<file path="src/include/fetch_macros.svh">
`ifndef FETCH_MACROS_SVH
`define FETCH_MACROS_SVH

// ==========================================================================
// Fetch front end sizing
// ==========================================================================

// Instruction word and byte address width
`define XLEN_W 32

// Instruction memory depth in 32-bit words
`define ROM_WORDS 2048

// First fetch address out of reset
`define RESET_PC 32'h0000_0000

// Fetch queue capacity, counted in instruction pairs
`define FQ_DEPTH 4

`endif

</file>
<file path="src/logic/isa_pkg.sv">
`include "fetch_macros.svh"

package isa_pkg;

    // One instruction word
    typedef logic [`XLEN_W-1:0] instr_t;

    // Instruction fields
    // Opcode sits in bits 31..26, function code in bits 5..0
    typedef logic [5:0] opcode_t;
    typedef logic [5:0] funct_t;
    typedef logic [4:0] reg_idx_t;

    // Major opcodes of the MIPS-like encoding
    localparam opcode_t op_reg   = 6'b000000;
    localparam opcode_t op_addi  = 6'b001000;
    localparam opcode_t op_load  = 6'b010000;
    localparam opcode_t op_store = 6'b010001;
    localparam opcode_t op_beq   = 6'b000100;
    localparam opcode_t op_bne   = 6'b000101;
    localparam opcode_t op_j     = 6'b000010;

    // Predecode result per slot
    typedef enum logic [2:0] {
        cls_nop,
        cls_alu_reg,
        cls_alu_imm,
        cls_load,
        cls_store,
        cls_branch,
        cls_jump,
        cls_other
    } instr_class_t;

endpackage

</file>
<file path="src/logic/fetch_pkg.sv">
`include "fetch_macros.svh"

package fetch_pkg;

    // Byte address into instruction space
    typedef logic [`XLEN_W-1:0] addr_t;

    // Word index into the instruction memory
    typedef logic [$clog2(`ROM_WORDS)-1:0] word_idx_t;

    // Queue occupancy or free slots, 0..FQ_DEPTH inclusive
    typedef logic [$clog2(`FQ_DEPTH+1)-1:0] fq_count_t;

    // PC generator FSM
    // st_drain waits out the last read after run drops
    typedef enum logic [1:0] {
        st_idle,
        st_run,
        st_drain
    } pcgen_state_t;

endpackage

</file>
<file path="src/logic/predecode.sv">
module predecode (
    // Memory response
    input  logic                  imem_valid,
    input  isa_pkg::instr_t       imem_rdata0,
    input  isa_pkg::instr_t       imem_rdata1,
    input  fetch_pkg::addr_t      imem_pc0,
    input  fetch_pkg::addr_t      imem_pc1,

    // Classified pair toward the queue
    output logic                  pd_push,
    output fetch_pkg::addr_t      pd_pc0,
    output fetch_pkg::addr_t      pd_pc1,
    output isa_pkg::instr_t       pd_instr0,
    output isa_pkg::instr_t       pd_instr1,
    output isa_pkg::instr_class_t pd_class0,
    output isa_pkg::instr_class_t pd_class1,
    output logic                  pd_valid1
);
    import isa_pkg::*;

    // Opcode decode, all-zero register form is the NOP
    function automatic instr_class_t classify(instr_t w);
        opcode_t      op;
        reg_idx_t     rs;
        reg_idx_t     rt;
        reg_idx_t     rd;
        logic [4:0]   shamt;
        funct_t       fn;
        instr_class_t cls;
        op    = w[31:26];
        rs    = w[25:21];
        rt    = w[20:16];
        rd    = w[15:11];
        shamt = w[10:6];
        fn    = w[5:0];
        case (op)
            op_reg: begin
                if (rs == '0 && rt == '0 && rd == '0 && shamt == '0 && fn == '0) begin
                    cls = cls_nop;
                end else begin
                    cls = cls_alu_reg;
                end
            end
            op_addi:  cls = cls_alu_imm;
            op_load:  cls = cls_load;
            op_store: cls = cls_store;
            op_beq,
            op_bne:   cls = cls_branch;
            op_j:     cls = cls_jump;
            default:  cls = cls_other;
        endcase
        return cls;
    endfunction

    // Pair passes straight through
    assign pd_push   = imem_valid;
    assign pd_pc0    = imem_pc0;
    assign pd_pc1    = imem_pc1;
    assign pd_instr0 = imem_rdata0;
    assign pd_instr1 = imem_rdata1;

    assign pd_class0 = classify(imem_rdata0);
    assign pd_class1 = classify(imem_rdata1);

    // Slot 1 dead behind a taken-or-not control transfer
    assign pd_valid1 = !(pd_class0 == cls_branch || pd_class0 == cls_jump);

endmodule

</file>
<file path="config.mk">
export PLATFORM = sky130hd
export DESIGN_NAME = predecode
export DESIGN_NICKNAME = d
export VERILOG_FILES = /design/src/logic/isa_pkg.sv /design/src/logic/fetch_pkg.sv /design/src/logic/predecode.sv
export VERILOG_INCLUDE_DIRS = /design/src /design/src/include
export SDC_FILE = /design/constraint.sdc
export NUM_CORES = 1
export LEC_CHECK = 0
export BUFFER_PORTS_ARGS = -buffer_cell sky130_fd_sc_hd__buf_4
export CORE_AREA = 2 2 101 103
export DETAILED_ROUTE_END_ITERATION = 10
export DIE_AREA = 0 0 103 105
export PLACE_DENSITY_LB_ADDON = 0.15
export SYNTH_ARGS = -nofsm -noshare
export SYNTH_HDL_FRONTEND = slang
export SYNTH_SLANG_ARGS = --single-unit
</file>
<file path="constraint.sdc">
create_clock -name vclk -period 1
set_clock_uncertainty 0.1 [all_clocks]
set_input_delay 0 -clock vclk [all_inputs]
set_output_delay 0 -clock vclk [all_outputs]
set_load 0.005 [all_outputs]
</file>
Word level (Yosys, flattened, before mapping)
Cells that the tools add are included.
{"block": "classes", "reduce_logical": 24, "n_eq_ne": 14, "n_mux": 4}
{"cell": "logical NOT 5 bit", "count": 8}
{"cell": "one-hot mux 3 bit (6 select lines)", "count": 2}
{"cell": "equality test 6 x 3 -> 1 bit (second input constant)", "count": 4}
{"cell": "equality test 6 x 5 -> 1 bit (second input constant)", "count": 4}
{"cell": "logical NOT 6 bit", "count": 4}
{"cell": "equality test 6 x 2 -> 1 bit (second input constant)", "count": 2}
{"cell": "equality test 6 x 4 -> 1 bit (second input constant)", "count": 2}
{"cell": "logical AND 1 bit", "count": 8}
{"cell": "equality test 3 bit (second input constant)", "count": 2}
{"cell": "OR reduction 2 bit", "count": 2}
{"cell": "two-way mux 1 bit", "count": 2}
{"cell": "logical NOT 1 bit", "count": 1}
{"cell": "logical OR 1 bit", "count": 1}
{"block": "word_totals", "register_bits": 0, "in_bits": 129, "word_cells": 42, "output_inout_bits": 136}

Depth between registers and ports, before layout
{"block": "depth", "word_depth": 10, "depth_mapped": 4, "ltp_nobuf": 4}

Worst setup path after synthesis
No wires, ideal clock.
{"block": "synth_timing", "path_type": "input port to output port", "start": "input port imem_rdata0[28]", "end": "output port pd_class0[1]", "arrival_time_ns": 0.653, "required_ns": 0.900, "stages": 3, "path_slack_ns": 0.247, "path_buffers": 0, "cell_sequence": "nand2b_1 -> xnor2_1 -> or4_1"}
{"block": "synth_via", "elab_chain_cells": 3, "elab_cells_between_ends": 9, "classes_between": "6 x eq/ne; 1 x mux; 2 x reduce/logical"}
{"element": "start: declaration", "line": "predecode.sv:4", "rtl": "input isa_pkg::instr_t imem_rdata0,"}
{"element": "equality test 6 x 3 -> 1 bit", "line": "predecode.sv:36", "rtl": "case (op)"}
{"element": "OR reduction 2 bit", "line": "predecode.sv:36"}
{"element": "one-hot mux 3 bit (6 select lines) *", "line": "predecode.sv:36"}
{"element": "end: declaration", "line": "predecode.sv:15", "rtl": "output isa_pkg::instr_class_t pd_class0,"}
Every way passes the cells marked *; elsewhere a longest branch is shown, timed or not.

Worst setup path after layout
{"block": "layout_timing", "start": "input port imem_rdata0[14]", "end": "output port pd_class0[0]"}
{"block": "layout_via", "elab_chain_cells": 6}
{"element": "logical NOT 5 bit", "line": "predecode.sv:38", "rtl": "if (rs == '0 && rt == '0 && rd == '0 && shamt == '0 && fn == '0) begin"}
{"element": "logical AND 1 bit (3 in series)", "line": "predecode.sv:38"}
{"element": "two-way mux 1 bit", "line": "predecode.sv:38"}
{"element": "one-hot mux 3 bit (6 select lines)", "line": "predecode.sv:36"}
No other way between the ends.

==> run_results.csv <==
group,metric,value,unit
cts,cts_setup_buffers,0,
synth,syn-num-nets,305,
synth,synth-adder-area-share,0,%
drt,vias,1353,
timing,setup_slack,-0.03335,ns
final_layout,nClkBuffers,0,
hold_path,hold_class,"input port to output pin",
floorplan,ios,265,
synth,synth_top_family_by_area,"buffers and inverters",
power,power_leakage,1.075,nW
final_layout,nNetsFinal,392,
worst_setup_path,required,0.90,ns
worst_setup_path,worst_setup_path_start_kind,"input port",
final_layout,multi_input_area,395.4,sq um
worst_setup_path,crit_path_max_fanout,2,
final_layout,syn2layout_area_growth,89.11,%
synth,synth.distinct_cells,17,
global_routing,grt_pass1_vias,1356,
final_layout,regArea,0,sq um
drt,drtAntennaViolNets,0,
synth,synth_compound_area_share,1.798,%
power,ir_drop,171.4,uV
status,status,"finished, violations left",
drt,drt-total-wl,4986,um
timing,timing.slew.headroom,82.76,%
floorplan,die_x,103,um
worst_setup_path,cp.arrival,0.93,ns
worst_setup_path,cp_top_family,"simple AND/OR/NAND/NOR gates",
global_routing,antenna_found_initial,0,
drt,routedWlPerCell,12.65,um
timing,fin_crit,1.033,ns
placement,place.gp.congestion,0.6932,
placement,dpl.cell_count,330,
floorplan,die_h,105,um
power,powerDensity,374.2,mW/mm^2
drt,drc_errors,0,
synth,syn_area_per_cell,7.116,sq um
synth,synthXorXnorAreaFrac,2.797,%
synth,yosysWarnings,0,
global_routing,grt-ovfl-total,0,
global_routing,grt_pass1_wl,6624,um
worst_setup_path,cp_slowest_cell,"nor4_4",
floorplan,rows,36,
final_layout,mostFrequentLayoutCells,"buf_4, dlygate4sd3_1, buf_6",
drt,viasPerCell,3.434,
final_layout,seq_cells,0,
timing,slew_violations,0,
final_layout,fin_cells,394,
synth,netlist_area,0.001252,sq mm
timing,worst_pin_slew,0.2563,ns
flow_run,cap_violations,0,
worst_setup_path,crit_chain,"buf_8 > nor4_4 > buf_4 > nand4_1 > nor2_1 > o31ai_1 > buf_4",
timing,hold_viol,0,
final_layout,nFillCells,1096,
synth,synthMuxAreaShare,0,%
timing,rsz0062_at_grt,"yes",
final_layout,diodes,0,
drt,firstDrtPassIters,2,
timing,max_freq,967.7,MHz
worst_setup_path,crit_path_frequent_cell,"buf_4",
floorplan,die-area,0.01082,sq mm
synth,synth_top_cell_by_area,"buf_4",
worst_setup_path,path_class,"input port to output pin",
placement,dp_slack,-0.2665,ns
placement,port_buffers,135,
timing,final-setup-viol-count,2,
final_layout,layout-drive-gt1-share,61.30,%
global_routing,grt_use_total,7.413,%
timing,fin_crit_sh,103.3,%
synth,ys_seq_area_share,0,%
final_layout,final_core_util,24.57,%
synth,yosysTopAreaCellShare,77.32,%
worst_setup_path,critPathBufInv,3,
worst_setup_path,max_stage_delay,0.26,ns
floorplan,start_util,12.99,%
synth,postSynthCellCount,176,
worst_setup_path,critPathCaptureType,"output pin",
synth,synth_area_leaders,"buf_4, nor4_1, xnor2_1, nand4_1, nor3_1",
drt,drt_iter0_markers,18,
status,failed_checks,"negative setup slack",
floorplan,core,0.009639,sq mm
final_layout,final_common_cell,"buf_4",
synth,yosys.area_share.simple,18.08,%
global_routing,grt_max_degree,8,
cell usage after synthesis (all sizes together):
master,count
xnor2,3
o21ai,2
nor2b,1
nor2,5
a21oi,1
nor4,13
xor2,1
nand4,4
nor3,4
nor4bb,2
nor3b,1
buf,129
o31ai,1
nand2b,2
nand3,1
nand2,4
or4,2
metrics by stage:
| step | TNS (ns) | hold WS [ns] | total power [mW] | area [sq um] |
|---|---|---|---|---|
| floorplan | 0 | -0.02128 | 0.4687 | 1252 |
| global placement | -0.4590 | -0.09997 | 0.5993 | 1577 |
| detailed placement | -0.4343 | -0.09997 | 0.5926 | 1577 |
| CTS | -0.08654 | 0.06888 | 0.8783 | 2333 |
| global route | -0.2536 | 0.07934 | 0.9503 | 2369 |
| finish | -0.03943 | 0.06722 | 0.8863 | 2369 |
worst paths after layout:
kind	cells past startpoint	end	slack, ns	from
max	7	pd_class0[0]	-0.03	imem_rdata0[14]
min	2	pd_instr1[11]	0.07	imem_rdata1[11]
kinds of logic after synthesis:
group,after synthesis
xor+xnor,4
buf+inv,129
simple gates,39
compound gates,4
metal layers:
metal  global-route usage [%]  vias up  wire length, um
met2                    17.44      114             3176
met1                    6.530      614             1345
met5                        0        -                0
met4                        0        0                0
met3                   0.6689        0              465
li1                         -      625                -
layout make-up:
| class | instances | share of cell area, % |
|---|---|---|
| Multi-Input combinational cell | 47 | 16.69 |
| Tap cell | 133 | 7.026 |
| Timing Repair Buffer | 214 | 76.28 |
repair_timing:
action | in CTS | in global routing
pin swaps | 12 | 0
setup endpoints to repair | 4 | 4
gates resized for setup | 20 | 6
hold buffers | 65 | 0
endpoints found under the hold margin | 65 | 0
report_power, final:
part           internal (mW)  switching, mW  total [mW]
Clock                      0              0           0
Sequential                 0              0           0
Combinational          0.585          0.302       0.886
Total                  0.585          0.302       0.886
Power figures use the tool's default switching activity.
