===== src/include/fetch_macros.svh =====
`ifndef FETCH_MACROS_SVH
`define FETCH_MACROS_SVH

// ==========================================================================
// Fetch front end sizing
// ==========================================================================

// Instruction word and byte address width
`define XLEN_W 32

// Instruction memory depth in 32-bit words
`define ROM_WORDS 2048

// First fetch address out of reset
`define RESET_PC 32'h0000_0000

// Fetch queue capacity, counted in instruction pairs
`define FQ_DEPTH 4

`endif


===== src/logic/isa_pkg.sv =====
`include "fetch_macros.svh"

package isa_pkg;

    // One instruction word
    typedef logic [`XLEN_W-1:0] instr_t;

    // Instruction fields
    // Opcode sits in bits 31..26, function code in bits 5..0
    typedef logic [5:0] opcode_t;
    typedef logic [5:0] funct_t;
    typedef logic [4:0] reg_idx_t;

    // Major opcodes of the MIPS-like encoding
    localparam opcode_t op_reg   = 6'b000000;
    localparam opcode_t op_addi  = 6'b001000;
    localparam opcode_t op_load  = 6'b010000;
    localparam opcode_t op_store = 6'b010001;
    localparam opcode_t op_beq   = 6'b000100;
    localparam opcode_t op_bne   = 6'b000101;
    localparam opcode_t op_j     = 6'b000010;

    // Predecode result per slot
    typedef enum logic [2:0] {
        cls_nop,
        cls_alu_reg,
        cls_alu_imm,
        cls_load,
        cls_store,
        cls_branch,
        cls_jump,
        cls_other
    } instr_class_t;

endpackage


===== src/logic/fetch_pkg.sv =====
`include "fetch_macros.svh"

package fetch_pkg;

    // Byte address into instruction space
    typedef logic [`XLEN_W-1:0] addr_t;

    // Word index into the instruction memory
    typedef logic [$clog2(`ROM_WORDS)-1:0] word_idx_t;

    // Queue occupancy or free slots, 0..FQ_DEPTH inclusive
    typedef logic [$clog2(`FQ_DEPTH+1)-1:0] fq_count_t;

    // PC generator FSM
    // st_drain waits out the last read after run drops
    typedef enum logic [1:0] {
        st_idle,
        st_run,
        st_drain
    } pcgen_state_t;

endpackage


===== src/logic/fetch_queue.sv =====
`include "fetch_macros.svh"

module fetch_queue (
    input  logic                  clk,
    input  logic                  reset,

    // Push side from predecode
    input  logic                  pd_push,
    input  fetch_pkg::addr_t      pd_pc0,
    input  fetch_pkg::addr_t      pd_pc1,
    input  isa_pkg::instr_t       pd_instr0,
    input  isa_pkg::instr_t       pd_instr1,
    input  isa_pkg::instr_class_t pd_class0,
    input  isa_pkg::instr_class_t pd_class1,
    input  logic                  pd_valid1,

    input  logic                  flush,
    input  logic                  out_ack,

    // Status toward the PC generator
    output fetch_pkg::fq_count_t  free_slots,
    output logic                  empty,

    // Four-phase output to decode
    output logic                  out_req,
    output fetch_pkg::addr_t      out_pc0,
    output isa_pkg::instr_t       out_instr0,
    output isa_pkg::instr_class_t out_class0,
    output fetch_pkg::addr_t      out_pc1,
    output isa_pkg::instr_t       out_instr1,
    output isa_pkg::instr_class_t out_class1,
    output logic                  out_valid1
);
    import fetch_pkg::*;
    import isa_pkg::*;

    localparam int ptr_w = $clog2(`FQ_DEPTH);
    typedef logic [ptr_w-1:0] ptr_t;

    // Pair storage
    addr_t        pc0_q    [`FQ_DEPTH];
    addr_t        pc1_q    [`FQ_DEPTH];
    instr_t       instr0_q [`FQ_DEPTH];
    instr_t       instr1_q [`FQ_DEPTH];
    instr_class_t class0_q [`FQ_DEPTH];
    instr_class_t class1_q [`FQ_DEPTH];
    logic         valid1_q [`FQ_DEPTH];

    ptr_t      wr_ptr;
    ptr_t      rd_ptr;
    fq_count_t count;
    logic      pop;
    logic      full;

    // Circular increment
    function automatic ptr_t ptr_inc(ptr_t p);
        return (p == ptr_t'(`FQ_DEPTH-1)) ? '0 : p + 1'b1;
    endfunction

    assign pop        = out_req && out_ack;
    assign full       = (count == fq_count_t'(`FQ_DEPTH));
    assign empty      = (count == '0);
    assign free_slots = fq_count_t'(`FQ_DEPTH) - count;

    // Head pair, steady while out_req is up
    assign out_pc0    = pc0_q[rd_ptr];
    assign out_pc1    = pc1_q[rd_ptr];
    assign out_instr0 = instr0_q[rd_ptr];
    assign out_instr1 = instr1_q[rd_ptr];
    assign out_class0 = class0_q[rd_ptr];
    assign out_class1 = class1_q[rd_ptr];
    assign out_valid1 = valid1_q[rd_ptr];

    always_ff @(posedge clk) begin
        if (pd_push) begin
            pc0_q[wr_ptr]    <= pd_pc0;
            pc1_q[wr_ptr]    <= pd_pc1;
            instr0_q[wr_ptr] <= pd_instr0;
            instr1_q[wr_ptr] <= pd_instr1;
            class0_q[wr_ptr] <= pd_class0;
            class1_q[wr_ptr] <= pd_class1;
            valid1_q[wr_ptr] <= pd_valid1;
        end
    end

    // ==========================================================================
    // Pointers and handshake
    // ==========================================================================
    always_ff @(posedge clk or posedge reset) begin
        if (reset) begin
            wr_ptr  <= '0;
            rd_ptr  <= '0;
            count   <= '0;
            out_req <= 1'b0;
        end else if (flush) begin
            wr_ptr  <= '0;
            rd_ptr  <= '0;
            count   <= '0;
            out_req <= 1'b0;
        end else begin
            if (pd_push) begin
                wr_ptr <= ptr_inc(wr_ptr);
            end
            if (pop) begin
                rd_ptr <= ptr_inc(rd_ptr);
            end
            case ({pd_push, pop})
                2'b10:   count <= count + 1'b1;
                2'b01:   count <= count - 1'b1;
                default: count <= count;
            endcase
            // Phase 3 drops req, next req waits for ack low
            if (pop) begin
                out_req <= 1'b0;
            end else if (!out_req && !out_ack && !empty) begin
                out_req <= 1'b1;
            end
        end
    end

    // Credit rule upstream keeps a slot for every response
    a_no_push_full: assert property (
        @(posedge clk) disable iff (reset)
        pd_push |-> !full
    );

    // Phase 1 holds req and the head pair until the consumer answers
    a_req_held: assert property (
        @(posedge clk) disable iff (reset)
        (out_req && !out_ack) |=> out_req && $stable(out_pc0)
                                  && $stable(out_instr0) && $stable(out_instr1)
    );

endmodule


===== config.mk =====
export PLATFORM = sky130hd
export DESIGN_NAME = fetch_queue
export DESIGN_NICKNAME = d
export VERILOG_FILES = /design/src/logic/isa_pkg.sv /design/src/logic/fetch_pkg.sv /design/src/logic/fetch_queue.sv
export VERILOG_INCLUDE_DIRS = /design/src /design/src/include
export SDC_FILE = /design/constraint.sdc
export NUM_CORES = 1
export LEC_CHECK = 0
export ABC_AREA = 1
export BUFFER_PORTS_ARGS = -buffer_cell sky130_fd_sc_hd__buf_2
export CAP_MARGIN = 15
export CORE_AREA = 2 2 193 195
export DETAILED_ROUTE_END_ITERATION = 8
export DIE_AREA = 0 0 195 197
export GPL_TIMING_DRIVEN = 0
export PLACE_DENSITY = 0.77
export SETUP_SLACK_MARGIN = 0.02
export SLEW_MARGIN = 10
export SYNTH_ARGS = -nofsm -noshare
export SYNTH_HDL_FRONTEND = slang
export SYNTH_SLANG_ARGS = --single-unit

===== constraint.sdc =====
create_clock -name clk -period 4.14 [get_ports clk]
set_input_delay 0.207 -clock clk [delete_from_list [all_inputs] [get_ports clk]]
set_output_delay 0.207 -clock clk [all_outputs]
set_load 0.05 [all_outputs]

== After elaboration in Yosys (flattened, before gate mapping) ==
Memories as Yosys holds them, arrays and structs flattened.
Index checks and enable logic that the tools add are counted.
W data, S select, Z words.

* Add/sub/neg operators: 5
* Reductions and logical operators: 11
* Multiplexer cells: 13
* Equal/unequal tests: 4

{| class="wikitable"
|+ Operators with widths
! operator !! count
|-
| $mux W2 || 6
|-
| $eq A2 B2 Y1 const B || 3
|-
| $pmux W3 S2 || 1
|-
| $reduce_bool A3 Y1 || 2
|-
| $mux W1 || 5
|-
| $add A2 B1 Y2 const B || 2
|-
| $reduce_bool A2 Y1 || 2
|-
| $add A3 B1 Y3 const B || 1
|-
| $logic_and A1 B1 Y1 || 3
|-
| $logic_not A1 Y1 || 3
|-
| $logic_not A3 Y1 || 1
|-
| $mux W3 || 1
|-
| $sub A3 B1 Y3 const B || 1
|-
| $sub A3 B3 Y3 const A || 1
|-
| $eq A2 B1 Y1 const B || 1
|}

* Input bits: 140
* RAM bits: 540
* Register bits after elaboration: 8
* Memories kept: 7
* Word-level logic and storage cells: 44
* Output and inout bits: 140

{| class="wikitable"
|+ Memories
! name !! depth !! bits a word !! read ports !! clocked after Yosys merged registers in !! write ports !! line !! source
|-
| instr0_q || 4 || 32 || 1 || 0 || 1 || fetch_queue.sv:43 || <nowiki>instr_t instr0_q [`FQ_DEPTH];</nowiki>
|-
| instr1_q || 4 || 32 || 1 || 0 || 1 || fetch_queue.sv:44 || <nowiki>instr_t instr1_q [`FQ_DEPTH];</nowiki>
|-
| pc0_q || 4 || 32 || 1 || 0 || 1 || fetch_queue.sv:41 || <nowiki>addr_t pc0_q [`FQ_DEPTH];</nowiki>
|-
| pc1_q || 4 || 32 || 1 || 0 || 1 || fetch_queue.sv:42 || <nowiki>addr_t pc1_q [`FQ_DEPTH];</nowiki>
|-
| class0_q || 4 || 3 || 1 || 0 || 1 || fetch_queue.sv:45 || <nowiki>instr_class_t class0_q [`FQ_DEPTH];</nowiki>
|-
| class1_q || 4 || 3 || 1 || 0 || 1 || fetch_queue.sv:46 || <nowiki>instr_class_t class1_q [`FQ_DEPTH];</nowiki>
|-
| +1 memories || n/a || n/a || n/a || n/a || n/a || n/a ||
|}

== Depth between registers and ports, before layout ==
* Depth in word-level cells: 6
* Mapped depth: 10
* Mapped depth without buffers: 10

== Worst setup path after synthesis ==
OpenSTA, ideal clock, no wires.

* Kind: register to register
* From: register wr_ptr[0]
* To: memory class0_q[2][0] (netlist bit) (enable)
* Required time: 3652 ps
* Clock period less this slack: 3767 ps
* Stages on the path, launching flop included: 5
* Data arrival time: 3278 ps
* Path buffers: 0
* Library setup time: 488 ps
* Slack: 373 ps
* Cell sequence: dfrtp_1 > inv_1 > ha_1 > nand2_1 > inv_1

{| class="wikitable"
|+ RTL lines
! item !! line !! source
|-
| from (decl) || fetch_queue.sv:49 || <nowiki>ptr_t wr_ptr;</nowiki>
|-
| from (signal assigned) || fetch_queue.sv:102 || <nowiki>wr_ptr <= ptr_inc(wr_ptr);</nowiki>
|-
| to (decl) || fetch_queue.sv:45 ||
|}

No word-level cell before the write port.

== Worst setup path after layout ==
* From: register rd_ptr[1]
* To: output port out_instr1[14]

* Longest elaborated chain between the ends: 1

{| class="wikitable"
|+ Ends and longest elaborated chain
! item !! line !! source
|-
| from (decl) || fetch_queue.sv:50 || <nowiki>ptr_t rd_ptr;</nowiki>
|-
| from (signal assigned) || fetch_queue.sv:105 || <nowiki>rd_ptr <= ptr_inc(rd_ptr);</nowiki>
|-
| $mem_v2 Z4 W32 || n/a ||
|-
| to (decl) || fetch_queue.sv:30 || <nowiki>output isa_pkg::instr_t out_instr1,</nowiki>
|}

No other way between the ends.

==> metrics.txt <==
Antenna Nets Post-Route 0; final core utilization 0.710; outcome finished, final reports clean; Seq/Total Area, Yosys 0.799; initial DRC count about 1.1k; Die ar. roughly 0.038 sq mm; Die X-Extent roughly 200 um; Critical Path Start Type flop; TritonCTS Buffers 51; Switching Share 0.260; Peak VDD IR 417 uV; clock power share 0.365; clk_lat worst skew 0.60 ns; Layout area overhead 25.4%; # nets final roughly 2.0k; RSZ-0062 raised after global routing no; Lkg Pwr between 9 and 10 nW; crit end category primary output; FMAX 364 MHz; vias in the first global route ~14k; Post-Route WL approximately 51 mm; CTS tree built; Final min period 2.74 ns; core area 0.0363 sq mm; Slew @ Worst Pin 0.591 ns; Post-DP Area ~0.023 sq mm; top cell type's share of synthesized area 0.790; DR WL/cell about 22 um; final setup fails 0; Ys Warns 0; HP Class input port to async pin; DRC violations left 0; clock root cell clkbuf_16; hpwl dp about 29 mm; internal power ~9.5 mW; Post-Syn Nets around 1.5k; I/O Pins 280; Gate Count Post-Synth 1379; Placer Congestion 0.790; Initial Util 0.566; Fin. Hold Viols 0; CTS Sinks 548; Pwr Density approximately 500 mW/mm^2; die height 197 um; cell taking the most area after synthesis edfxtp_1; required time worst endpoint just under 4 ns; FILL cells roughly 2.2k; routed via count 13.7k; design area between 0.02 and 0.03 sq mm; grt ovf 0; DRT Pass-1 Iters 5; Port Buf Inserts 278; Flop pwr share 0.500; critical path class flop to primary output; Setup Buffers After CTS 0; clock skew ~0.021 ns; max-slew violation count 0; Comb power frac 0.134; Avg Synthesized Cell Area roughly 15 sq um; Synth area leaders edfxtp_1 (79%), o21ai_0 (5.1%), nor2_1 (5.0%); Max-slew headroom 0.606; first-pass GRT wire length around 76 mm; clock buffer depth 3; largest net degree at the start of global routing 79; FP Rows 70; Overall Power 12.8 mW; clock slew at reported path FFs roughly 0.070 ns; post-cts resize count 0; reg2reg path depth 5; layout cells sized above 1 0.220; Final period util 0.663; crit path DAT 2.54 ns; Yosys cell types 21; Vias per Instance 5.78; mapped cell area 0.0205 sq mm; crit path max fanout 10; H-tree Lvls 2; initial antenna violation count 3; Setup TNS 0 ns; max-capacitance violation count 0; GR Util All Layers 0.261; switching power around 3.3 mW; #FFs+latches synth ~550
sequential cells by signal (all words and copies together) (netlist names):
signal    cells
rd_ptr        2
wr_ptr        2
class1_q     12
pc1_q       128
instr0_q    128
class0_q     12
instr1_q    128
pc0_q       128
count         3
valid1_q      4
out_req       1
power by group through the flow:
stage          Sequential (mW)  Combinational (mW)  Clock, mW
3_3_place_gp              6.56                1.55          0
4_1_cts                   6.40                1.71       4.68
3_5_place_dp              6.51                1.59          0
2_1_floorplan             6.53                1.08          0
6_report                  6.40                1.72       4.68
5_1_grt                   6.41                1.81       4.91
worst max-delay path: stages (launching register included):
cell	delay, ns
dfrtp_1	0.39
buf_6	0.19
inv_4	0.21
clkbuf_1	0.41
o21ai_0	0.16
o22ai_1	0.25
buf_2	0.33
synth_stat cells:
cell type and number:
o22ai_1 135, buf_2 20, buf_6 23, o21ai_0 209, o21ai_1 63, inv_6 1, a211oi_2 1, ha_1 7
inv_4 1, buf_4 5, clkbuf_1 41, edfxtp_1 540, nor2_1 276, fa_1 1, dfrtp_1 8, a21oi_1 1
clkbuf_2 1, inv_1 15, nand2_1 26, nand3_1 3, a211oi_1 2
placed cells by master (no fill, tap or decap):
cell type	n
diode_2	4
clkbuf_16	52
fa_1	1
a211oi_1	2
clkbuf_2	1
clkinv_8	1
clkinv_4	3
edfxtp_1	540
inv_4	1
o21ai_0	209
buf_16	4
clkinvlp_4	2
a211oi_2	1
o22ai_1	135
buf_4	5
a21oi_1	1
clkinv_1	8
inv_1	11
o21ai_1	63
buf_6	23
clkinv_2	14
inv_6	2
nand3_1	3
nor2_1	276
inv_8	4
bufinv_16	6
buf_2	298
dfrtp_1	8
ha_1	7
nand2_1	26
clkbuf_1	50
dlygate4sd3_1	140
through the flow:
step / setup slack [ns] / std cells / hold WS [ns]
final: 1.40 / 2369 / 0.120
after global routing: 1.26 / 2368 / 0.134
after CTS: 1.38 / 2365 / 0.0840
after detailed placement: 2.02 / 2129 / 0.165
after global placement: -1.64 / 2125 / 0.160
after floorplan: 0.373 / 1379 / 0.0227
cell type report:
cell class              instances  area (sq um)  area share
diodes                          4          10.0    0.000389
plain buffers                  90           556      0.0216
clock buffers                  61          1340      0.0519
clock inverters                35           347      0.0135
inverters                      17           101     0.00394
multi-input cells             724          3490       0.136
flip-flops and latches        548         16400       0.638
well taps                     468           586      0.0227
repair buffers                422          2900       0.113
repair_timing:
action | 4_1_cts | 5_1_grt
setup endpoints to repair | 0 | 0
hold endpoints to repair | 556 | 0
hold buffers | 140 | 0
cells by family after synthesis:
| logic type | synth area share |
|---|---|
| AOI/OAI and AO/OA | 0.109 |
| adders and majority gates | 0.00524 |
| buffers and inverters | 0.0305 |
| DFF | 0.799 |
| and+or+nand+nor | 0.0559 |
path summary, 6_finish.rpt:
check | slack [ns] | startpoint | end
max | 1.40 | rd_ptr[1]$_DFFE_PP0P_ | out_instr1[14]
min | 0.12 | reset | count[1]$_DFFE_PP0P_
max reg2reg | 2.06 | wr_ptr[0]$_DFFE_PP0P_ | instr1_q[2][18]$_DFFE_PP_
min reg2reg | 0.55 | count[2]$_DFFE_PP0P_ | count[2]$_DFFE_PP0P_
max in group asynchronous | 3.78 | reset | out_req$_DFFE_PP0P_
min in group clk | 0.36 | pd_instr0[11] | instr0_q[0][11]$_DFFE_PP_
routing by layer:
layer	vias to the layer above	track usage	part of all wire
met4	2	0.0899	0.022
met2	753	0.452	0.51
met5	-	0	0.00025
met3	88	0.0666	0.10
met1	6666	0.323	0.37
li1	6182	-	-
No activity file was read; power rests on OpenSTA's default activity.
