## src/include/fetch_macros.svh

```systemverilog
`ifndef FETCH_MACROS_SVH
`define FETCH_MACROS_SVH

// ==========================================================================
// Fetch front end sizing
// ==========================================================================

// Instruction word and byte address width
`define XLEN_W 32

// Instruction memory depth in 32-bit words
`define ROM_WORDS 2048

// First fetch address out of reset
`define RESET_PC 32'h0000_0000

// Fetch queue capacity, counted in instruction pairs
`define FQ_DEPTH 4

`endif

```

## src/logic/fetch_pkg.sv

```systemverilog
`include "fetch_macros.svh"

package fetch_pkg;

    // Byte address into instruction space
    typedef logic [`XLEN_W-1:0] addr_t;

    // Word index into the instruction memory
    typedef logic [$clog2(`ROM_WORDS)-1:0] word_idx_t;

    // Queue occupancy or free slots, 0..FQ_DEPTH inclusive
    typedef logic [$clog2(`FQ_DEPTH+1)-1:0] fq_count_t;

    // PC generator FSM
    // st_drain waits out the last read after run drops
    typedef enum logic [1:0] {
        st_idle,
        st_run,
        st_drain
    } pcgen_state_t;

endpackage

```

## src/logic/fetch_pc_gen.sv

```systemverilog
`include "fetch_macros.svh"

module fetch_pc_gen (
    input  logic                 clk,
    input  logic                 reset,

    // Host control
    input  logic                 run,
    input  logic                 redirect_en,
    input  fetch_pkg::addr_t     redirect_pc,

    // Queue status
    input  fetch_pkg::fq_count_t free_slots,
    input  logic                 empty,
    input  logic                 out_req,
    input  logic                 out_ack,

    // Read request to the memory
    output logic                 imem_ren,
    output fetch_pkg::addr_t     imem_addr0,
    output fetch_pkg::addr_t     imem_addr1,

    output logic                 flush,
    output logic                 fetch_idle
);
    import fetch_pkg::*;

    pcgen_state_t state;
    pcgen_state_t state_nxt;
    addr_t        pc;
    logic         in_flight;
    logic         credit_ok;

    // ==========================================================================
    // Issue and credit
    // ==========================================================================

    // Room left once the outstanding read lands
    assign credit_ok = free_slots > fq_count_t'(in_flight);

    assign imem_ren   = (state == st_run) && run && credit_ok;
    assign imem_addr0 = pc;
    assign imem_addr1 = pc + addr_t'(4);

    // Quiet front end, nothing held or mid-handshake
    assign fetch_idle = (state == st_idle) && empty && !out_req && !out_ack;

    // Restart pulse, queue cleared on the same edge
    assign flush = redirect_en && fetch_idle;

    // ==========================================================================
    // FSM
    // ==========================================================================
    always_comb begin
        state_nxt = state;
        case (state)
            st_idle: begin
                if (run) begin
                    state_nxt = st_run;
                end
            end
            st_run: begin
                if (!run) begin
                    state_nxt = st_drain;
                end
            end
            st_drain: begin
                // Last response still to land
                if (!in_flight) begin
                    state_nxt = st_idle;
                end
            end
            default: begin
                state_nxt = st_idle;
            end
        endcase
    end

    always_ff @(posedge clk or posedge reset) begin
        if (reset) begin
            state     <= st_idle;
            pc        <= `RESET_PC;
            in_flight <= 1'b0;
        end else begin
            state     <= state_nxt;
            // Memory answers one clock later
            in_flight <= imem_ren;
            if (flush) begin
                pc <= redirect_pc;
            end else if (imem_ren) begin
                pc <= pc + addr_t'(8);
            end
        end
    end

    // Host restarts only an idle front end
    a_redirect_idle: assert property (
        @(posedge clk) disable iff (reset)
        redirect_en |-> fetch_idle
    );

endmodule

```

## config.mk

```make
export PLATFORM = sky130hd
export DESIGN_NAME = fetch_pc_gen
export DESIGN_NICKNAME = d
export VERILOG_FILES = /design/src/logic/fetch_pkg.sv /design/src/logic/fetch_pc_gen.sv
export VERILOG_INCLUDE_DIRS = /design/src /design/src/include
export SDC_FILE = /design/constraint.sdc
export NUM_CORES = 1
export LEC_CHECK = 0
export BUFFER_PORTS_ARGS = -buffer_cell sky130_fd_sc_hd__buf_2
export CAP_MARGIN = 20
export CORE_MARGIN = 2
export CORE_UTILIZATION = 35
export CTS_BUF_LIST = sky130_fd_sc_hd__clkbuf_4
export CTS_CLUSTER_SIZE = 28
export DETAILED_ROUTE_END_ITERATION = 12
export PLACE_DENSITY_LB_ADDON = 0.25
export SLEW_MARGIN = 20
export SYNTH_ARGS = -nofsm -noshare
export SYNTH_HDL_FRONTEND = slang
export SYNTH_SLANG_ARGS = --single-unit
```

## constraint.sdc

```tcl
create_clock -name clk -period 1.87 [get_ports clk]
set_clock_uncertainty 0.05 [all_clocks]
set_input_delay 0 -clock clk [delete_from_list [all_inputs] [get_ports clk]]
set_output_delay 0 -clock clk [all_outputs]
set_load 0.05 [all_outputs]
```

Word level (Yosys, flattened, before mapping)
Cells that the tools add are included.
Storage, ports and cells
  bits in registers: 35
  RAM bits: 0
  output and inout bits: 67
  bits in latches: 0
  ROM bits: 0
  word-level logic and storage cells: 28
  memories: 0
Operators by class
  divide/modulo/power cells: 0
  add/sub/neg operators: 2
  reduce and logical (&&, ||, !) cells: 11
  eq/ne operators: 5
  bitwise operators: 0
  multipliers: 0
  $lt $le $gt $ge: 1
  shift-type cells: 0
  muxes and demuxes: 6
Operator list (number)
  32-bit 2-to-1 mux: 2
  32-bit by 3-bit adder with 32-bit output (second input constant): 1
  32-bit by 4-bit adder with 32-bit output (second input constant): 1
  1-bit logical AND: 6
  2-bit 2-to-1 mux: 3
  2-bit inequality test (second input constant): 3
  2-bit case mux with 3 select lines: 1
  3-bit by 1-bit > comparator with 1-bit output: 1
  3-bit AND reduction: 1
  2-bit by 1-bit equality test with 1-bit output (second input constant): 1
  2-bit equality test (second input constant): 1
  1-bit zero test: 2
  2-bit zero test: 1
  2-bit nonzero test: 1

Longest topological paths before layout
Gate-level depths: netlist (run 1).
  word-level depth: 6
  mapped depth: 9
  mapped depth without buffers: 7

Worst setup path before layout (run 1)
Ideal clock, no wire load.
  path kind: reg-to-reg
  start: register state[0]
  end: register pc[2] (netlist: imem_addr0[2])
  path buffers: 2
  stages on the path, launching flop included: 7
  arrival time: 3.248 ns
  path slack: -1.573 ns
  required time: 1.675 ns
  library setup time: 0.145 ns
  clock period less this slack: 3.443 ns
  cell sequence: dfrtp_1 -> nor4_1 -> nand2_1 -> inv_1 -> buf_2 -> buf_2 -> o21ai_0
Between the ends
  longest elaborated chain between the ends: 6
  elaborated cells between the ends (all ways): 10
Ends and longest elaborated chain
  from (decl): RTL line fetch_pc_gen.sv:28  | pcgen_state_t state;
  from (signal assigned): RTL line fetch_pc_gen.sv:81  | state <= st_idle;
  from (signal assigned): RTL line fetch_pc_gen.sv:85  | state <= state_nxt;
  2-bit zero test (*): RTL line fetch_pc_gen.sv:46  | assign fetch_idle = (state == st_idle) && empty && !out_req && !out_ack;
  1-bit logical AND (*) (3 in series): RTL line fetch_pc_gen.sv:46
  net fetch_idle: RTL line fetch_pc_gen.sv:24  | output logic fetch_idle
  1-bit logical AND (*): RTL line fetch_pc_gen.sv:49  | assign flush = redirect_en && fetch_idle;
  net flush: RTL line fetch_pc_gen.sv:23  | output logic flush,
  32-bit 2-to-1 mux or 2-bit nonzero test (tied branches)
  to (signal assigned): RTL line fetch_pc_gen.sv:82  | pc <= `RESET_PC;
  to (signal assigned): RTL line fetch_pc_gen.sv:89  | pc <= redirect_pc;
  to (signal assigned): RTL line fetch_pc_gen.sv:91  | pc <= pc + addr_t'(8);
  to (decl): RTL line fetch_pc_gen.sv:30  | addr_t pc;
The timed path passes the listed nets; every way through them passes the cells marked *.
A chain may end at the register's enable or synchronous reset.

Final worst setup path (run 1)
  start: register pc[11] (netlist: imem_addr0[11])
  end: output port imem_addr1[31]
Between the ends
  longest elaborated chain between the ends: 1
Ends and longest elaborated chain
  32-bit by 3-bit adder with 32-bit output: RTL line fetch_pc_gen.sv:43  | assign imem_addr1 = pc + addr_t'(4);
  to (decl): RTL line fetch_pc_gen.sv:21  | output fetch_pkg::addr_t imem_addr1,
Every way passes these cells.

==> flow_metrics.py, run 1 <==
metrics = {
    "route": {
        "antenna_left": 0,
        "vias": 3196,
        "drc": 0,
        "avgRoutedWirePerCell_microns": 16.7,
        "drt-pass1-iter-count": 4,
        "routed_wl_mm": 10.5,
        "detailedRoute.firstIterationViolations": 219,
        "route.detailed.vias_per_inst": 5.11,
    },
    "cells_and_area": {
        "n_diodes": 0,
        "fillCellCount": 424,
        "area_growth_synth_to_finish_pct": 112,
        "nets": 574,
        "post_route_cells_drive_above_1_share": 0.617,
    },
    "sta": {
        "rsz0062_at_grt": "yes",
        "period_needed_ps": 2220,
        "slew_violations": 0,
        "final_hold_viol_count": 0,
        "timing.final.setup_violations": 26,
        "layout_worst_path_cycle_share": 1.19,
        "worst_slew_margin_rel": 0.684,
        "final.setup.worst_slack_ps": -351,
        "achievable-frequency_ghz": 0.450,
        "fin_hold_ws_ps": 84.6,
        "max_slew.worst_pin.slew_ps": 474,
    },
    "synthesis": {
        "yosysSeqAreaShare": 0.351,
        "synth_nets": 344,
        "synth_cells": 299,
        "async_reset_ff_frac": 1.00,
        "ys_dominant_reg_cell": "dfrtp_1",
        "netlist_area_sq_mm": 0.00249,
        "post_synth.cell_area_avg_sq_um": 8.34,
        "library_cells_used_by_synthesis": 47,
        "synthesized_flop_and_latch_total": 35,
        "edff_count_synth": 0,
        "ys.warnings.count": 0,
    },
    "pwr": {
        "switchingPower_mw": 3.04,
        "seq_power_share": 0.215,
        "cell_area_power_density_mw_per_mm2": 1050,
        "vdd_ir_drop_max_mv": 1.04,
        "power.share.combinational": 0.703,
        "power.share.switching": 0.549,
        "power_internal_mw": 2.50,
        "p_leak_nw": 2.48,
        "finalPower_mw": 5.55,
        "power.share.clock": 0.082,
    },
    "clocking": {
        "clk_latency_ps": 350,
        "cts-root-buf": "clkbuf_4",
        "clk_pin_slew_worst_paths_ps": 120,
        "tritoncts": "yes",
        "cts_max_level": 2,
        "clock_buffer_count_from_cts": 5,
        "cts_max_path_buffers": 2,
        "cts_num_sinks": 35,
    },
    "grt": {
        "groute.layer.met2.usage": 0.507,
        "number_of_global_route_vias_before_repair": 3356,
        "largest_net_degree_at_the_start_of_global_routing": 36,
        "global_route.usage.total": 0.272,
        "met3_usage": 0.0410,
        "top_usage_layer": "met2",
        "grt_pass1_wl_mm": 16.4,
        "total_gr_overflow": 0,
        "met1_usage": 0.316,
        "grt_antenna_before_repair": 0,
    },
    "critical_path": {
        "arrival_ps": 2170,
        "required_ps": 1820,
        "worstPathMaxFanout": 5,
        "critical_path.n_buffers_inverters": 3,
        "timing.critical_path.cells": "nand4_1, buf_4, nor4_4, buf_4, nand4_1, xnor2_4, buf_6",
        "crit_path_end_kind": "primary output",
        "crit_family": "simple AND/OR/NAND/NOR gates",
        "critical_path.startpoint_type": "register",
        "critPathKind": "register to primary output",
        "critical-path-max-stage-delay_ps": 380,
        "crit_slowest_cell": "dfrtp_2",
    },
    "placement": {
        "post-dp-hpwl_mm": 6.91,
        "place.port_buffers": 108,
        "place.gp.congestion": 0.919,
    },
    "hold_path": {
        "min_path_type": "input port to register",
    },
    "outcome": {
        "outcome": "finished, violations left",
        "failed_checks": "negative setup slack",
    },
    "floorplanning": {
        "die_h_microns": 88.4,
        "design.portCount": 109,
        "placeableCoreArea_sq_mm": 0.00683,
        "die_width_microns": 88.4,
        "placement_rows": 30,
        "fp.dieArea_sq_mm": 0.00781,
        "initial_utilization": 0.365,
    },
    "run": {
        "max_cap_viol_count": 0,
    },
}
## sequential cells by signal, summed over array words and instances, names as in the netlist
| signal | count |
|---|---|
| imem_addr0 | 32 |
| state | 2 |
| in_flight | 1 |
## repair_timing
action,4_1_cts,5_1_grt
endpoints found under the setup margin,38,43
endpoints found under the hold margin,69,0
gates resized for setup,104,28
pin swaps,31,23
buffers inserted,16,9
hold buffers,34,0
## cell usage in the layout (no fill, tap or decap), drive strengths merged, types with 2 or more instances in the layout
cell type / count
a211oi: 2
a21oi: 3
a31oi: 2
a32oi: 2
and2: 2
and3: 3
and4: 4
buf: 212
clkbuf: 7
dfrtp: 35
dlygate4sd3: 34
ha: 3
inv: 7
mux2i: 2
nand2: 51
nand2b: 2
nand3: 13
nand4: 18
nor2: 18
nor2b: 2
nor3: 10
nor4: 10
o21ai: 20
or3: 4
xnor2: 27
xor2: 21
## layer usage
layer | wire [microns] | share of wire | vias up
met1 | 3910 | 0.37 | 1547
met3 | 526 | 0.050 | 26
met4 | 256 | 0.024 | 0
met2 | 5760 | 0.55 | 128
li1 | - | - | 1495
met5 | 0 | 0 | -
## tightest hold or removal path, cell delays in order
cell and delay [ps]:
buf_2 90, nand2_2 80, inv_6 70, buf_4 130, o21ai_1 70
## area by class of cell
type,instances,area (sq um),share of cell area
repair buffers,246,1880,0.356
well taps,96,120,0.0227
inverters,8,38.8,0.00734
flip-flops and latches,35,905,0.171
multi-input cells,233,2280,0.432
clock buffers,7,52.6,0.00995
clock inverters,1,5.00,0.000947
## worst paths after layout
kind	start	end	slack (ps)	cells past startpoint
min in group asynchronous	reset	imem_addr0[9]$_DFFE_PP0P_	250	4
worst min register to register	imem_addr0[0]$_DFFE_PP0P_	imem_addr0[0]$_DFFE_PP0P_	460	2
worst max register to register	in_flight$_DFF_PP0_	imem_addr0[30]$_DFFE_PP0P_	-130	6
max in group asynchronous	reset	imem_addr0[3]$_DFFE_PP0P_	1150	4
worst min-delay path	redirect_en	imem_addr0[27]$_DFFE_PP0P_	80	5
worst max-delay path	imem_addr0[11]$_DFFE_PP0P_	imem_addr1[31]	-350	7
## cell families (layout without fill, tap and decap cells)
family,Yosys count,in the layout,share of synthesized area
buffers and inverters,31,262,0.0658
AO/OA/AOI/OAI,38,38,0.0939
multiplexers,3,3,0.0126
flip-flops,35,35,0.351
adder cells (fa/ha/maj),3,3,0.0151
XOR/XNOR,48,48,0.169
AND/OR/NAND/NOR,141,141,0.293
## power by group through the flow
stage	Sequential, mW	Clock [mW]	Combinational [mW]
after floorplan	1.99	0	1.74
after global placement	1.17	0	3.39
after detailed placement	1.19	0	3.42
after CTS	1.18	0.449	3.79
after global routing	1.21	0.483	4.09
final	1.19	0.456	3.90
## Yosys cell counts (3+ instances only)
| cell | n | area [sq um] |
|---|---|---|
| ha_1 | 3 | 37.5 |
| nand4_1 | 17 | 106 |
| dfrtp_1 | 35 | 876 |
| buf_4 | 4 | 30.0 |
| or3_1 | 3 | 18.8 |
| nor4_1 | 10 | 62.6 |
| nand2_1 | 51 | 191 |
| nand3_1 | 12 | 60.1 |
| o21ai_0 | 20 | 100 |
| a21oi_1 | 3 | 15.0 |
| buf_2 | 12 | 60.1 |
| inv_1 | 8 | 30.0 |
| nor3_1 | 9 | 45.0 |
| xnor2_1 | 27 | 236 |
| xor2_1 | 21 | 184 |
| and3_1 | 3 | 18.8 |
| nor2_1 | 18 | 67.6 |
| clkbuf_1 | 5 | 18.8 |
## per-stage QoR
stage,utilization,setup TNS [ps],area (sq um),setup slack [ps],std cells
after floorplan,-,-8130,3070,-351,299
after global placement,0.606,-665,4140,-115,561
after detailed placement,0.606,-1510,4140,-166,561
after CTS,0.745,-5080,5090,-300,619
after global routing,0.773,-7960,5280,-447,626
final,0.773,-5400,5280,-351,626
No activity file was read; power rests on OpenSTA's default activity.
==> run 2, diff against run 1 <==
--- a/config.mk
+++ b/config.mk
@@ -18,3 +18,4 @@
 export SYNTH_ARGS = -nofsm -noshare
 export SYNTH_HDL_FRONTEND = slang
 export SYNTH_SLANG_ARGS = --single-unit
+export TNS_END_PERCENT = 10
==> flow_metrics.py, run 2 (same netlist as run 1, synthesis figures left out) <==
metrics = {
    "outcome": {
        "outcome": "finished, violations left",
        "failed_checks": "negative setup slack",
    },
    "critical_path": {
        "crit_path_end_kind": "primary output",
        "worst-r2r-setup-slack_ps": -70,
        "ff2ff_path_depth": 8,
        "reg2reg_to": "imem_addr0[23]$_DFFE_PP0P_",
        "required_ps": 1820,
        "critical_path.startpoint_type": "register",
        "worstPathMaxFanout": 4,
        "r2r-start": "imem_addr0[4]$_DFFE_PP0P_",
        "critPathKind": "register to primary output",
        "arrival_ps": 2110,
    },
    "sta": {
        "max_slew.worst_pin.slew_ps": 457,
        "fin_hold_ws_ps": 4.69,
        "layout_worst_path_cycle_share": 1.16,
        "worst_slew_margin_rel": 0.696,
        "finalSetupTns_ps": -4620,
        "rsz0062_at_grt": "yes",
        "final.setup.worst_slack_ps": -290,
        "final_hold_viol_count": 0,
        "period_needed_ps": 2160,
        "slew_violations": 0,
        "achievable-frequency_ghz": 0.463,
        "timing.final.setup_violations": 27,
    },
    "route": {
        "detailedRoute.firstIterationViolations": 138,
        "drc": 0,
        "avgRoutedWirePerCell_microns": 15.4,
        "route.detailed.vias_per_inst": 5.04,
        "drt-pass1-iter-count": 4,
        "vias": 3107,
        "routed_wl_mm": 9.48,
        "antenna_left": 0,
    },
    "cells_and_area": {
        "finish.utilization": 0.722,
        "number_of_flip_flops_under_the_largest_register_name": 32,
        "post_route_cells_drive_above_1_share": 0.578,
        "area_growth_synth_to_finish_pct": 97.8,
        "nets": 565,
        "layout.cells.non_filler": 617,
        "n_diodes": 0,
        "layout.cells.most_common_list": "91 x buf_4, 79 x buf_2, 47 x nand2_1",
        "layout_commonest_cell": "buf_4",
    },
    "pwr": {
        "seq_power_share": 0.220,
        "power.share.combinational": 0.704,
        "cell_area_power_density_mw_per_mm2": 1100,
        "switchingPower_mw": 2.95,
        "p_leak_nw": 2.27,
        "power.share.switching": 0.546,
        "power.share.clock": 0.075,
        "vdd_ir_drop_max_mv": 1.04,
        "finalPower_mw": 5.40,
        "power_internal_mw": 2.45,
    },
    "placement": {
        "place.port_buffers": 108,
        "place.gp.congestion": 0.876,
        "post-dp-hpwl_mm": 6.97,
        "numPlacedInstances": 561,
    },
    "grt": {
        "largest_net_degree_at_the_start_of_global_routing": 36,
        "total_gr_overflow": 0,
        "global_route.usage.total": 0.250,
        "grt_antenna_before_repair": 0,
        "grt_pass1_wl_mm": 14.9,
        "number_of_global_route_vias_before_repair": 3132,
    },
    "floorplanning": {
        "placeableCoreArea_sq_mm": 0.00683,
        "placement_rows": 30,
        "die_h_microns": 88.4,
        "initial_utilization": 0.365,
        "fp.dieArea_sq_mm": 0.00781,
        "die_width_microns": 88.4,
        "design.portCount": 109,
    },
    "hold_path": {
        "sink_of_the_worst_hold_path": "imem_addr0[24]$_DFFE_PP0P_",
        "worstHoldStart": "redirect_en",
        "min_path_type": "input port to register",
        "whs_path_depth": 4,
    },
    "clocking": {
        "cts_max_level": 2,
        "cts-root-buf": "clkbuf_4",
        "tritoncts": "yes",
        "clk_pin_slew_worst_paths_ps": 110,
        "clk_latency_ps": 350,
        "cts_num_sinks": 35,
        "clock_buffer_count_from_cts": 5,
        "cts_max_path_buffers": 2,
    },
    "run": {
        "max_cap_viol_count": 0,
    },
}
run 2: how the worst max path moves through the flow:
stage / slack (ps) / from / cells after the start / end
2_1_floorplan: -350 / imem_addr0[2]$_DFFE_PP0P_ / 5 / imem_addr1[31]
3_3_place_gp: -70 / imem_addr0[13]$_DFFE_PP0P_ / 7 / imem_addr1[27]
3_5_place_dp: -80 / imem_addr0[2]$_DFFE_PP0P_ / 7 / imem_addr1[24]
4_1_cts: -280 / imem_addr0[3]$_DFFE_PP0P_ / 8 / imem_addr1[23]
5_1_grt: -410 / imem_addr0[4]$_DFFE_PP0P_ / 8 / imem_addr1[23]
6_report: -290 / imem_addr0[3]$_DFFE_PP0P_ / 8 / imem_addr1[12]
run 2: what timing repair did:
item / CTS / global route
resized for setup: 85 / 40
hold buffers: 34 / 0
buffers inserted: 12 / 3
endpoints found under the hold margin: 69 / 0
setup endpoints to repair: 34 / 47
pin swaps: 12 / 18
run 2: area by class of cell:
class,instances,area (sq um)
Clock buffer,5,37.5
Timing Repair Buffer,237,1790
Sequential cell,35,901
Inverter,8,38.8
Clock inverter,3,15.0
Tap cell,96,120
Multi-Input combinational cell,233,2030
Fill cell,509,1900
run 2: metal layers:
layer / track usage / share of wire / vias to the layer above
met5: 0 / 0 / -
met4: 0.0716 / 0.016 / 0
met3: 0.0373 / 0.053 / 13
met2: 0.450 / 0.53 / 107
met1: 0.312 / 0.40 / 1506
li1: - / - / 1481
run 2: stage by stage:
stage	instance area, sq um	worst slack (ps)
5_1_grt	4930	-406
3_5_place_dp	3960	-79.7
2_1_floorplan	2850	-351
4_1_cts	4750	-283
6_report	4930	-290
3_3_place_gp	3960	-71.3
run 2: power by group through the flow:
stage / clock [mW] / sequential (mW) / combinational [mW]
floorplan: 0 / 1.96 / 1.63
global placement: 0 / 1.17 / 3.30
detailed placement: 0 / 1.19 / 3.33
CTS: 0.422 / 1.18 / 3.69
global route: 0.461 / 1.21 / 3.99
finish: 0.407 / 1.19 / 3.80
run 2: critical path, stage by stage, from the launching register on:
cell and delay (ps):
dfrtp_2 410, buf_4 130, ha_4 150, nand3_4 70
or3_4 390, buf_6 150, nor2_4 130, xor2_2 150
buf_6 170
==> run 3, diff against run 2 <==
==> constraint.sdc (replaced) <==
create_clock -name clk -period 1.87 [get_ports clk]
set_clock_uncertainty 0.05 [all_clocks]
set_input_delay 0 -clock clk [delete_from_list [all_inputs] [get_ports clk]]
set_output_delay 0 -clock clk [all_outputs]
set_load 0.01 [all_outputs]
==> flow_metrics.py, run 3 (same netlist as run 1, synthesis figures left out) <==
metrics = {
    "outcome": {
        "outcome": "finished, violations left",
        "failed_checks": "negative setup slack",
    },
    "cells_and_area": {
        "post_route_cells_drive_above_1_share": 0.470,
        "number_of_flip_flops_under_the_largest_register_name": 32,
        "layout_commonest_cell": "buf_2",
        "final_area_sq_mm": 0.00426,
        "nets": 542,
        "n_diodes": 0,
        "layout.cells.most_common_list": "108 x buf_2, 64 x buf_4, 50 x nand2_1",
        "area_growth_synth_to_finish_pct": 70.8,
        "layout.cells.non_filler": 594,
    },
    "sta": {
        "layout_worst_path_cycle_share": 1.16,
        "final.setup.worst_slack_ps": -296,
        "worst_slew_margin_rel": 0.687,
        "timing.final.setup_violations": 29,
        "rsz0062_at_grt": "yes",
        "slew_violations": 0,
        "period_needed_ps": 2170,
        "max_slew.worst_pin.slew_ps": 469,
        "achievable-frequency_ghz": 0.462,
        "finalSetupTns_ps": -4670,
        "final_hold_viol_count": 0,
    },
    "critical_path": {
        "worstPathMaxFanout": 4,
        "critical_path.startpoint_type": "register",
        "critical_path.n_buffers_inverters": 3,
        "crit_family": "simple AND/OR/NAND/NOR gates",
        "path_common_cell": "buf_4",
        "required_ps": 1820,
        "crit_path_end_kind": "primary output",
        "timing.critical_path.cells": "buf_4, ha_4, nand3_4, or3_4, buf_4, nor2_2, xor2_1, buf_2",
        "arrival_ps": 2120,
        "critical-path-max-stage-delay_ps": 450,
        "crit_slowest_cell": "or3_4",
        "critPathKind": "register to primary output",
    },
    "clocking": {
        "cts_num_sinks": 35,
        "cts-root-buf": "clkbuf_4",
        "tritoncts": "yes",
        "cts_max_path_buffers": 2,
        "clock_buffer_count_from_cts": 5,
        "clk_pin_slew_worst_paths_ps": 110,
        "cts_max_level": 2,
        "clk_latency_ps": 350,
    },
    "floorplanning": {
        "fp.dieArea_sq_mm": 0.00781,
        "initial_utilization": 0.365,
        "design.portCount": 109,
        "placement_rows": 30,
        "die_h_microns": 88.4,
        "die_width_microns": 88.4,
        "placeableCoreArea_sq_mm": 0.00683,
    },
    "route": {
        "drt-pass1-iter-count": 5,
        "routed_wl_mm": 8.91,
        "antenna_left": 0,
        "vias": 2973,
        "avgRoutedWirePerCell_microns": 15.0,
        "route.detailed.vias_per_inst": 5.01,
        "drc": 0,
        "detailedRoute.firstIterationViolations": 187,
    },
    "grt": {
        "number_of_global_route_vias_before_repair": 2833,
        "global_route.usage.total": 0.228,
        "grt_antenna_before_repair": 0,
        "total_gr_overflow": 0,
        "largest_net_degree_at_the_start_of_global_routing": 36,
        "grt_pass1_wl_mm": 13.7,
    },
    "pwr": {
        "cell_area_power_density_mw_per_mm2": 832,
        "p_leak_nw": 2.00,
        "vdd_ir_drop_max_mv": 0.428,
        "finalPower_mw": 3.54,
    },
    "hold_path": {
        "min_path_type": "input port to register",
    },
    "placement": {
        "dpl_worst_slack_ps": -104,
        "post_dp_cell_area_sq_mm": 0.00347,
        "numPlacedInstances": 535,
        "place.gp.congestion": 0.875,
        "post-dp-hpwl_mm": 6.27,
        "place.port_buffers": 108,
    },
    "run": {
        "max_cap_viol_count": 0,
    },
}
run 3: changes by cell type in the layout (fill, tap and decap cells not counted), sizes merged:
| cell | change |
|---|---|
| buf | -22 |
| clkinvlp | -2 |
| inv | +2 |
| clkinv | -1 |
run 3: per-layer routing:
layer | wire length (microns) | track usage
met1 | 3880 | 0.308
met2 | 4310 | 0.377
met3 | 569 | 0.0354
met4 | 159 | 0.0744
met5 | 0 | 0
run 3: power breakdown:
| group | switching, mW | leakage (nW) | internal [mW] |
|---|---|---|---|
| Sequential | 0.228 | 0.437 | 0.953 |
| Clock | 0.268 | 0.0307 | 0.154 |
| Combinational | 0.997 | 1.54 | 0.944 |
| Total | 1.49 | 2.00 | 2.05 |
run 3: through the flow:
step	util	hold WS, ps
floorplan	-	-10.6
global placement	0.507	84.3
detailed placement	0.507	80.9
CTS	0.587	117
global route	0.623	144
finish	0.623	122
run 3: final timing paths:
path	slack (ps)	cells after the start	start	end
setup reg to reg	-200	9	imem_addr0[3]$_DFFE_PP0P_	imem_addr0[23]$_DFFE_PP0P_
max in group asynchronous	1200	4	reset	imem_addr0[0]$_DFFE_PP0P_
setup / recovery	-300	8	imem_addr0[3]$_DFFE_PP0P_	imem_addr1[12]
hold reg to reg	450	2	imem_addr0[0]$_DFFE_PP0P_	imem_addr0[0]$_DFFE_PP0P_
min in group asynchronous	250	4	reset	imem_addr0[18]$_DFFE_PP0P_
hold / removal	120	5	redirect_en	imem_addr0[0]$_DFFE_PP0P_
run 3: cell type report:
cell class	instances	area (sq um)
Tap cell	96	120
Sequential cell	35	876
Inverter	8	30.0
Fill cell	614	2570
Clock buffer	6	45.0
Clock inverter	2	7.51
Timing Repair Buffer	214	1470
Multi-Input combinational cell	233	1710
run 3: worst register-to-register path: stages (launching register included):
cell     delay [ps]
dfrtp_1         400
ha_2            190
nand4_1         100
buf_4           170
buf_4           130
buf_4           130
nor3_4          120
nand2_1         100
o311a_1         290
a211o_1         260
run 3: what timing repair did:
| action | CTS | global route |
|---|---|---|
| endpoints found under the setup margin | 39 | 51 |
| hold buffers | 34 | 0 |
| pin swaps | 9 | 19 |
| resized for setup | 24 | 39 |
| endpoints found under the hold margin | 69 | 0 |
| setup buffers | 7 | 10 |
